File: config.mk
export PLATFORM = sky130hd
export DESIGN_NAME = mips_cpu_bus
export DESIGN_NICKNAME = d
export VERILOG_FILES = /design/src/hdl/mips_pkg.sv /design/src/hdl/mips_alu.sv /design/src/hdl/mips_branch_unit.sv /design/src/hdl/mips_controller.sv /design/src/hdl/mips_cpu_bus.sv /design/src/hdl/mips_regfile.sv
export SDC_FILE = /design/constraint.sdc
export NUM_CORES = 2
export LEC_CHECK = 0
export ABC_AREA = 1
export BUFFER_PORTS_ARGS = -buffer_cell sky130_fd_sc_hd__clkbuf_2
export CORE_MARGIN = 8
export CORE_UTILIZATION = 45
export DETAILED_ROUTE_END_ITERATION = 8
export HOLD_SLACK_MARGIN = 0.08
export PLACE_DENSITY_LB_ADDON = 0.08
export SLEW_MARGIN = 20
export SYNTH_ARGS = -nofsm -noshare
export SYNTH_HDL_FRONTEND = slang
export SYNTH_HIERARCHICAL = 1
export SYNTH_SLANG_ARGS = --single-unit
File: constraint.sdc
create_clock -name clk -period 6.8 [get_ports clk]
set_clock_uncertainty 0.15 [all_clocks]
set_input_delay 0.68 -clock clk [delete_from_list [all_inputs] [get_ports clk]]
set_output_delay 0.68 -clock clk [all_outputs]
set_load 0.005 [all_outputs]
File: src/hdl/mips_pkg.sv
package mips_pkg;

    // Basic data and register index types
    typedef logic [31:0] word_t;
    typedef logic [4:0]  reg_addr_t;

    // Primary opcodes handled by this core
    typedef enum logic [5:0] {
        OPCODE_R     = 6'h00,
        OPCODE_J     = 6'h02,
        OPCODE_BEQ   = 6'h04,
        OPCODE_BNE   = 6'h05,
        OPCODE_ADDIU = 6'h09,
        OPCODE_SLTI  = 6'h0a,
        OPCODE_ANDI  = 6'h0c,
        OPCODE_ORI   = 6'h0d,
        OPCODE_XORI  = 6'h0e,
        OPCODE_LUI   = 6'h0f,
        OPCODE_LW    = 6'h23,
        OPCODE_SW    = 6'h2b
    } opcode_t;

    // Function field for register type, JR included
    typedef enum logic [5:0] {
        FUNCT_SLL  = 6'h00,
        FUNCT_SRL  = 6'h02,
        FUNCT_SRA  = 6'h03,
        FUNCT_JR   = 6'h08,
        FUNCT_ADDU = 6'h21,
        FUNCT_SUBU = 6'h23,
        FUNCT_AND  = 6'h24,
        FUNCT_OR   = 6'h25,
        FUNCT_XOR  = 6'h26,
        FUNCT_SLT  = 6'h2a,
        FUNCT_SLTU = 6'h2b
    } funct_t;

    // Register type layout
    typedef struct packed {
        opcode_t   opcode;
        reg_addr_t rs;
        reg_addr_t rt;
        reg_addr_t rd;
        logic [4:0] shamt;
        funct_t    funct;
    } r_fields_t;

    // Immediate type layout, low 26 bits double as the jump index
    typedef struct packed {
        opcode_t     opcode;
        reg_addr_t   rs;
        reg_addr_t   rt;
        logic [15:0] imm;
    } i_fields_t;

    // One instruction word, two decodings
    typedef union packed {
        r_fields_t r;
        i_fields_t i;
    } instr_t;

    // Register file read ports
    typedef struct packed {
        word_t rs_value;
        word_t rt_value;
    } operands_t;

    // Register file write request
    typedef struct packed {
        logic      enable;
        reg_addr_t dest;
        word_t     value;
    } reg_write_t;

    // Branch decision and destination
    typedef struct packed {
        logic  taken;
        word_t target;
    } branch_t;

    typedef enum logic [1:0] {
        FETCH,
        EXEC,
        HALTED
    } cpu_state_t;

    localparam word_t     RESET_VECTOR = 32'hBFC00000;
    localparam word_t     HALT_ADDRESS = 32'h00000000;
    localparam reg_addr_t REG_V0       = 5'd2;
    localparam word_t     INSTR_BYTES  = 32'd4;

endpackage

File: src/hdl/mips_alu.sv
`timescale 1ns/1ps

module mips_alu (
    input  mips_pkg::instr_t     instr,
    input  mips_pkg::operands_t  operands,
    output mips_pkg::reg_write_t alu_write,
    output mips_pkg::word_t      eff_addr
);
    import mips_pkg::*;

    word_t imm_sext;
    word_t imm_zext;
    word_t rs_val;
    word_t rt_val;

    assign rs_val   = operands.rs_value;
    assign rt_val   = operands.rt_value;
    assign imm_sext = {{16{instr.i.imm[15]}}, instr.i.imm};
    assign imm_zext = {16'h0000, instr.i.imm};

    // Load/store address
    assign eff_addr = rs_val + imm_sext;

    always_comb begin
        // Default is no write, immediate form destination
        alu_write.enable = 1'b0;
        alu_write.dest   = instr.i.rt;
        alu_write.value  = '0;
        if (instr.r.opcode == OPCODE_R) begin
            alu_write.enable = 1'b1;
            alu_write.dest   = instr.r.rd;
            case (instr.r.funct)
                FUNCT_ADDU: alu_write.value = rs_val + rt_val;
                FUNCT_SUBU: alu_write.value = rs_val - rt_val;
                FUNCT_AND:  alu_write.value = rs_val & rt_val;
                FUNCT_OR:   alu_write.value = rs_val | rt_val;
                FUNCT_XOR:  alu_write.value = rs_val ^ rt_val;
                FUNCT_SLT:  alu_write.value = {31'b0, $signed(rs_val) < $signed(rt_val)};
                FUNCT_SLTU: alu_write.value = {31'b0, rs_val < rt_val};
                // Shifts act on rt by the constant amount
                FUNCT_SLL:  alu_write.value = rt_val << instr.r.shamt;
                FUNCT_SRL:  alu_write.value = rt_val >> instr.r.shamt;
                FUNCT_SRA:  alu_write.value = $signed(rt_val) >>> instr.r.shamt;
                // JR and unknown codes write nothing
                default:    alu_write.enable = 1'b0;
            endcase
        end else begin
            alu_write.enable = 1'b1;
            case (instr.i.opcode)
                OPCODE_ADDIU: alu_write.value = rs_val + imm_sext;
                OPCODE_ANDI:  alu_write.value = rs_val & imm_zext;
                OPCODE_ORI:   alu_write.value = rs_val | imm_zext;
                OPCODE_XORI:  alu_write.value = rs_val ^ imm_zext;
                OPCODE_SLTI:  alu_write.value = {31'b0, $signed(rs_val) < $signed(imm_sext)};
                OPCODE_LUI:   alu_write.value = {instr.i.imm, 16'h0000};
                // Branches, jumps and memory ops are handled elsewhere
                default:      alu_write.enable = 1'b0;
            endcase
        end
    end

endmodule

File: src/hdl/mips_branch_unit.sv
`timescale 1ns/1ps

module mips_branch_unit (
    input  mips_pkg::instr_t    instr,
    input  mips_pkg::operands_t operands,
    input  mips_pkg::word_t     pc,
    output mips_pkg::branch_t   branch
);
    import mips_pkg::*;

    word_t pc_next;
    word_t branch_offset;

    // Address of the delay slot
    assign pc_next = pc + INSTR_BYTES;

    // Word offset, sign extended and scaled to bytes
    assign branch_offset = {{14{instr.i.imm[15]}}, instr.i.imm, 2'b00};

    always_comb begin
        branch.taken  = 1'b0;
        branch.target = pc_next + branch_offset;
        case (instr.i.opcode)
            OPCODE_BEQ: branch.taken = (operands.rs_value == operands.rt_value);
            OPCODE_BNE: branch.taken = (operands.rs_value != operands.rt_value);
            OPCODE_J: begin
                // Stays inside the current 256 MB region
                branch.taken  = 1'b1;
                branch.target = {pc_next[31:28], instr.i[25:0], 2'b00};
            end
            OPCODE_R: begin
                if (instr.r.funct == FUNCT_JR) begin
                    branch.taken  = 1'b1;
                    branch.target = operands.rs_value;
                end
            end
            default: branch.taken = 1'b0;
        endcase
    end

endmodule

File: src/hdl/mips_controller.sv
`timescale 1ns/1ps

module mips_controller (
    input  logic                 clk,
    input  logic                 reset,
    input  mips_pkg::word_t      readdata,
    input  logic                 waitrequest,
    input  mips_pkg::reg_write_t alu_write,
    input  mips_pkg::word_t      eff_addr,
    input  mips_pkg::branch_t    branch,
    input  mips_pkg::word_t      rt_value,
    output mips_pkg::instr_t     instr,
    output mips_pkg::word_t      pc,
    output mips_pkg::reg_write_t wb,
    output logic                 active,
    output logic                 read,
    output logic                 write,
    output mips_pkg::word_t      address,
    output mips_pkg::word_t      writedata,
    output logic [3:0]           byteenable
);
    import mips_pkg::*;

    cpu_state_t state;
    instr_t     ir;
    logic       delay;
    word_t      delay_target;
    logic       is_load;
    logic       is_store;
    logic       fetch_done;
    logic       exec_done;

    // Decode from readdata while fetching so the new word is seen at once
    assign instr = (state == FETCH) ? instr_t'(readdata) : ir;

    assign is_load  = (ir.i.opcode == OPCODE_LW);
    assign is_store = (ir.i.opcode == OPCODE_SW);

    assign fetch_done = (state == FETCH) && (pc != HALT_ADDRESS) && !waitrequest;
    // Memory ops wait on the bus, everything else is a single cycle
    assign exec_done  = (state == EXEC) && !((is_load || is_store) && waitrequest);

    // Bus request, idle while reset is held
    always_comb begin
        read    = 1'b0;
        write   = 1'b0;
        address = pc;
        case (state)
            FETCH: read = (pc != HALT_ADDRESS) && !reset;
            EXEC: begin
                read  = is_load && !reset;
                write = is_store && !reset;
                if (is_load || is_store) begin
                    address = eff_addr;
                end
            end
            default: address = pc;
        endcase
    end

    // Word accesses only
    assign byteenable = (read || write) ? 4'b1111 : 4'b0000;
    assign writedata  = rt_value;

    // Writeback: loaded word for LW, ALU result otherwise, only at the last edge
    always_comb begin
        wb = alu_write;
        if (is_load) begin
            wb.enable = 1'b1;
            wb.dest   = ir.i.rt;
            wb.value  = readdata;
        end
        if (!exec_done) begin
            wb.enable = 1'b0;
        end
    end

    always_ff @(posedge clk) begin
        if (reset) begin
            state  <= FETCH;
            active <= 1'b1;
            pc     <= RESET_VECTOR;
            delay  <= 1'b0;
        end else begin
            case (state)
                FETCH: begin
                    if (pc == HALT_ADDRESS) begin
                        state <= HALTED;
                    end else if (!waitrequest) begin
                        state <= EXEC;
                    end
                end
                EXEC: begin
                    if (exec_done) begin
                        state <= FETCH;
                        // Pending jump lands after the delay slot
                        pc    <= delay ? delay_target : pc + INSTR_BYTES;
                        delay <= branch.taken;
                    end
                end
                default: active <= 1'b0;
            endcase
        end
    end

    // Instruction and jump target registers
    always_ff @(posedge clk) begin
        if (fetch_done) begin
            ir <= instr_t'(readdata);
        end
        if (exec_done && branch.taken) begin
            delay_target <= branch.target;
        end
    end

    a_no_read_and_write: assert property (@(posedge clk) !(read && write));

    // No branch or jump inside a delay slot
    a_no_branch_in_slot: assert property (
        @(posedge clk) disable iff (reset)
        (exec_done && delay) |-> !branch.taken
    );

    // Request held unchanged while the slave stalls
    a_bus_stable: assert property (
        @(posedge clk) disable iff (reset)
        ((read || write) && waitrequest) |=>
            $stable({read, write, address, byteenable}) && (!write || $stable(writedata))
    );

endmodule

File: src/hdl/mips_cpu_bus.sv
`timescale 1ns/1ps

module mips_cpu_bus (
    input  logic            clk,
    input  logic            reset,
    output logic            active,
    output mips_pkg::word_t register_v0,
    output mips_pkg::word_t address,
    output logic            write,
    output logic            read,
    input  logic            waitrequest,
    output mips_pkg::word_t writedata,
    output logic [3:0]      byteenable,
    input  mips_pkg::word_t readdata
);
    import mips_pkg::*;

    instr_t     instr;
    operands_t  operands;
    reg_write_t alu_write;
    reg_write_t wb;
    branch_t    branch;
    word_t      pc;
    word_t      eff_addr;

    // Register numbers come straight from the current instruction
    mips_regfile i_mips_regfile (
        .clk         (clk),
        .reset       (reset),
        .rs_addr     (instr.i.rs),
        .rt_addr     (instr.i.rt),
        .wb          (wb),
        .operands    (operands),
        .register_v0 (register_v0)
    );

    mips_alu i_mips_alu (
        .instr     (instr),
        .operands  (operands),
        .alu_write (alu_write),
        .eff_addr  (eff_addr)
    );

    mips_branch_unit i_mips_branch_unit (
        .instr    (instr),
        .operands (operands),
        .pc       (pc),
        .branch   (branch)
    );

    mips_controller i_mips_controller (
        .clk         (clk),
        .reset       (reset),
        .readdata    (readdata),
        .waitrequest (waitrequest),
        .alu_write   (alu_write),
        .eff_addr    (eff_addr),
        .branch      (branch),
        .rt_value    (operands.rt_value),
        .instr       (instr),
        .pc          (pc),
        .wb          (wb),
        .active      (active),
        .read        (read),
        .write       (write),
        .address     (address),
        .writedata   (writedata),
        .byteenable  (byteenable)
    );

endmodule

File: src/hdl/mips_regfile.sv
`timescale 1ns/1ps

module mips_regfile (
    input  logic                 clk,
    input  logic                 reset,
    input  mips_pkg::reg_addr_t  rs_addr,
    input  mips_pkg::reg_addr_t  rt_addr,
    input  mips_pkg::reg_write_t wb,
    output mips_pkg::operands_t  operands,
    output mips_pkg::word_t      register_v0
);
    import mips_pkg::*;

    // General purpose registers, index 0 never written
    word_t regs [32];

    always_ff @(posedge clk) begin
        if (reset) begin
            for (int i = 0; i < 32; i++) begin
                regs[i] <= '0;
            end
        end else if (wb.enable && wb.dest != '0) begin
            regs[wb.dest] <= wb.value;
        end
    end

    // Asynchronous read ports
    assign operands.rs_value = regs[rs_addr];
    assign operands.rt_value = regs[rt_addr];

    // Function return register brought out for observation
    assign register_v0 = regs[REG_V0];

    // A write aimed at $zero leaves it at zero on the next cycle
    a_zero_reg_fixed: assert property (
        @(posedge clk) disable iff (reset)
        (wb.enable && wb.dest == '0) |=> (regs[0] == '0)
    );

endmodule

==> results.yml <==
drt:
  wirelength_mm: 399.2
  drtPass1Iterations: 8
  routedWlPerCell_um: 28.18
  postRouteAntennaNets: 0
  initialDrtViolationCount: 11963
  vias: 85215
  via_per_inst: 6.015
  drc: 0
worst_setup_path:
  path_max_fanout: 17
  cp.arrival_ns: 5.95
  required_ns: 5.97
  startpoint_type: "register"
  reg2reg_depth: 37
  critPathBufInv: 7
  cpMostUsedCell: "nand2_1"
  max_stage_delay_ns: 0.43
  critical_path.startpoint: "i_mips_controller/state[1]"
  regToRegEndpoint: "i_mips_regfile/regs[26][19]"
  r2r_slack_ns: 0.04
  cp.depth: 30
  end_kind: "primary output"
  worstSetupPathType: "register to primary output"
  critPathCapture: "address[28]"
  cp_top_family: "simple AND/OR/NAND/NOR gates"
  worstReg2RegStart: "i_mips_controller/state[1]"
  worst_path_max_delay_cell: "fa_1"
synthesis:
  ys_seq_elements: 1124
  ys_top_cells_by_area: "edfxtp_1 41%, nand2_1 20%, nand3_1 13%"
  synth_edf_count: 1088
  synth_ff_type: "edfxtp_1"
  ys_warn_count: 6
  mappedNetlistArea_um2: 80620
  synth-seq-area-share_pct: 41.42
  syn_inst: 11617
  yosysUniqueCellTypes: 58
  yosysTopAreaCellShare_pct: 40.53
  synth_top_area_cell: "edfxtp_1"
  async_reset_ff_share_pct: 0
  syn_avg_cell_area_um2: 6.940
place:
  pre_cts_ws_ns: -0.6956
  place_inst: 13863
  portBuffers: 137
  routabilityCongestion: 1.055
  hpwl_mm: 271.4
  placed_cell_area_um2: 86660
die:
  die_x_um: 439.3
  initial_core_util_pct: 45.23
  ios: 138
  coreArea_um2: 178200
  fp.dieH_um: 439.3
  rows: 155
  die_area_um2: 193000
timing:
  finalHoldViolCount: 0
  setup_viol: 0
  fin_ws_ns: 0.02469
  finalMaxSlewViolations: 0
  fmax_ghz: 0.1476
  max_slew.worst_pin.slew_ns: 1.174
  finalCriticalPeriod_ns: 6.775
  rsz0062_at_grt: "true"
  period_share_pct: 99.64
  relSlewSlack_pct: 20.90
min_path:
  hold_class: "primary input to register"
  hp-start: "readdata[30]"
layout:
  stdcell_count: 14167
  drive_gt1_share_pct: 10.22
  design_area_um2: 92220
  syn_to_final_growth_pct: 14.39
  nets: 11956
cts:
  cts_tree: "built"
  clk_pin_slew_worst_paths_ns: 0.06
  clock-sinks: 1124
  root_buffer: "clkbuf_16"
  cts_buffer_depth: 3
  cts-htree-levels: 4
  cts_made_buffers: 136
  clock_latency_ns: 0.83
global_route:
  grt_max_degree: 73
  antenna_found_initial: 4
  grt_pass1_wl_mm: 559.5
  grt_pass1_vias: 79418
  grt_overflow: 0
  grt_usage_pct: 39.54
power_and_ir_drop:
  leakage_nw: 39.81
  p_switching_mw: 11.75
  switching_share_pct: 43.35
  clkPwrFrac_pct: 26.3
  ir_worst_vdd_mv: 0.2810
  combPwrFrac_pct: 44.3
  power.density_nw_per_um2: 293.9
  intPower_mw: 15.36
  power_frac_seq_pct: 29.5
  power_mw: 27.10
job:
  cap_violations: 0
status:
  status: "finished, final reports clean"
-- kinds of logic (layout without fill, tap and decap cells) --
family	count (synthesis)	in the layout	share of synthesized area (%)
compound gates	559	559	3.962
xor+xnor	79	79	0.8583
fa+ha+maj	215	215	3.374
simple gates	8162	8162	42.26
flops	1124	1124	41.42
mux	36	36	0.5028
other cells	1	37	0.004652
buf+inv	1441	1600	7.622
-- how the worst min path moves through the flow --
stage | end | cells after the start | slack (ns)
4_1_cts | i_mips_controller/ir[30] | 1 | 0.08
3_5_place_dp | i_mips_controller/active | 2 | 0.31
2_1_floorplan | i_mips_controller/active | 2 | 0.30
6_report | i_mips_controller/ir[30] | 1 | 0.13
5_1_grt | i_mips_controller/ir[30] | 1 | 0.08
3_3_place_gp | i_mips_controller/active | 2 | 0.32
-- per-layer routing --
layer,part of all wire (%),vias to the layer above,GRT usage (%),wire (um)
met5,0,-,0,0
met4,8.3,0,27.54,33050
met3,11,1216,8.208,43810
met2,44,5706,60.70,173700
met1,37,40168,49.89,148700
li1,-,38125,-,-
-- layout by cell type, fill, tap and decap left out, drive strengths merged, types with 38 or more instances in the layout --
master	synthesis	final
edfxtp	1088	1088
a21oi	227	227
o21ai	171	171
nand4	47	47
ha	211	211
o211ai	38	38
a22oi	38	38
nor3	76	76
clkinv	4	56
clkbuf	494	320
nand3	2094	2094
nand2	4406	4406
buf	318	557
nor2	1470	1470
xor2	53	53
inv	624	624
-- registers in the layout (all words and copies together), names as in the netlist --
name	flops
i_mips_controller/delay_target	32
i_mips_controller/active	1
i_mips_controller/pc	32
i_mips_controller/delay	1
i_mips_controller/ir	32
i_mips_controller/state	2
i_mips_regfile/regs	1024
-- cell type report --
type | instances | area (um^2)
Multi-Input combinational cell | 9083 | 41800
Inverter | 629 | 2476
Antenna cell | 5 | 12.51
Timing Repair Buffer | 730 | 7348
Fill cell | 17543 | 86010
Clock inverter | 61 | 481.7
Sequential cell | 1124 | 33390
Tap cell | 2355 | 2947
Clock buffer | 178 | 3740
Timing Repair inverter | 2 | 17.52
-- synth_stat cells (71+ instances only) --
| cell | n |
|---|---|
| o21ai_0 | 144 |
| nor2_1 | 1426 |
| buf_1 | 91 |
| edfxtp_1 | 1088 |
| buf_2 | 132 |
| inv_1 | 598 |
| ha_1 | 211 |
| nand2_1 | 4388 |
| nand3_1 | 2087 |
| clkbuf_1 | 493 |
| a21oi_1 | 226 |
| nor3_1 | 71 |
-- power by group through the flow --
stage / registers [mW] / clock network (mW) / logic, mW
3_3_place_gp: 8.12 / 0 / 11.3
3_5_place_dp: 8.13 / 0 / 11.3
4_1_cts: 7.98 / 7.18 / 11.4
6_report: 7.99 / 7.12 / 12.0
2_1_floorplan: 8.09 / 0 / 6.26
5_1_grt: 8.01 / 7.43 / 12.6
-- through the flow --
step                TNS (ns)  utilization (%)  hold WS (ns)
floorplan                  0                -        0.2968
global placement      -73.04            48.62        0.3201
detailed placement    -61.03            48.62        0.3060
CTS                        0            51.31       0.08237
global route         -0.1316            51.74       0.08275
finish                     0            51.74        0.1304
-- timing repair --
action	4_1_cts	5_1_grt
endpoints found under the setup margin	309	539
setup buffers	7	14
cloned	3	8
pin swaps	2	5
hold endpoints to repair	26	2
hold buffers	26	2
resized for setup	32	131
-- worst register-to-register path, delay by kind of cell (launching register included) --
kind	cells	cell delay (ns)
AOI/OAI and AO/OA	2	0.36
adders and majority gates	1	0.48
buffers and inverters	14	2.39
DFF	1	0.37
muxes	1	0.31
and+or+nand+nor	19	2.38
Power figures use the tool's default switching activity.
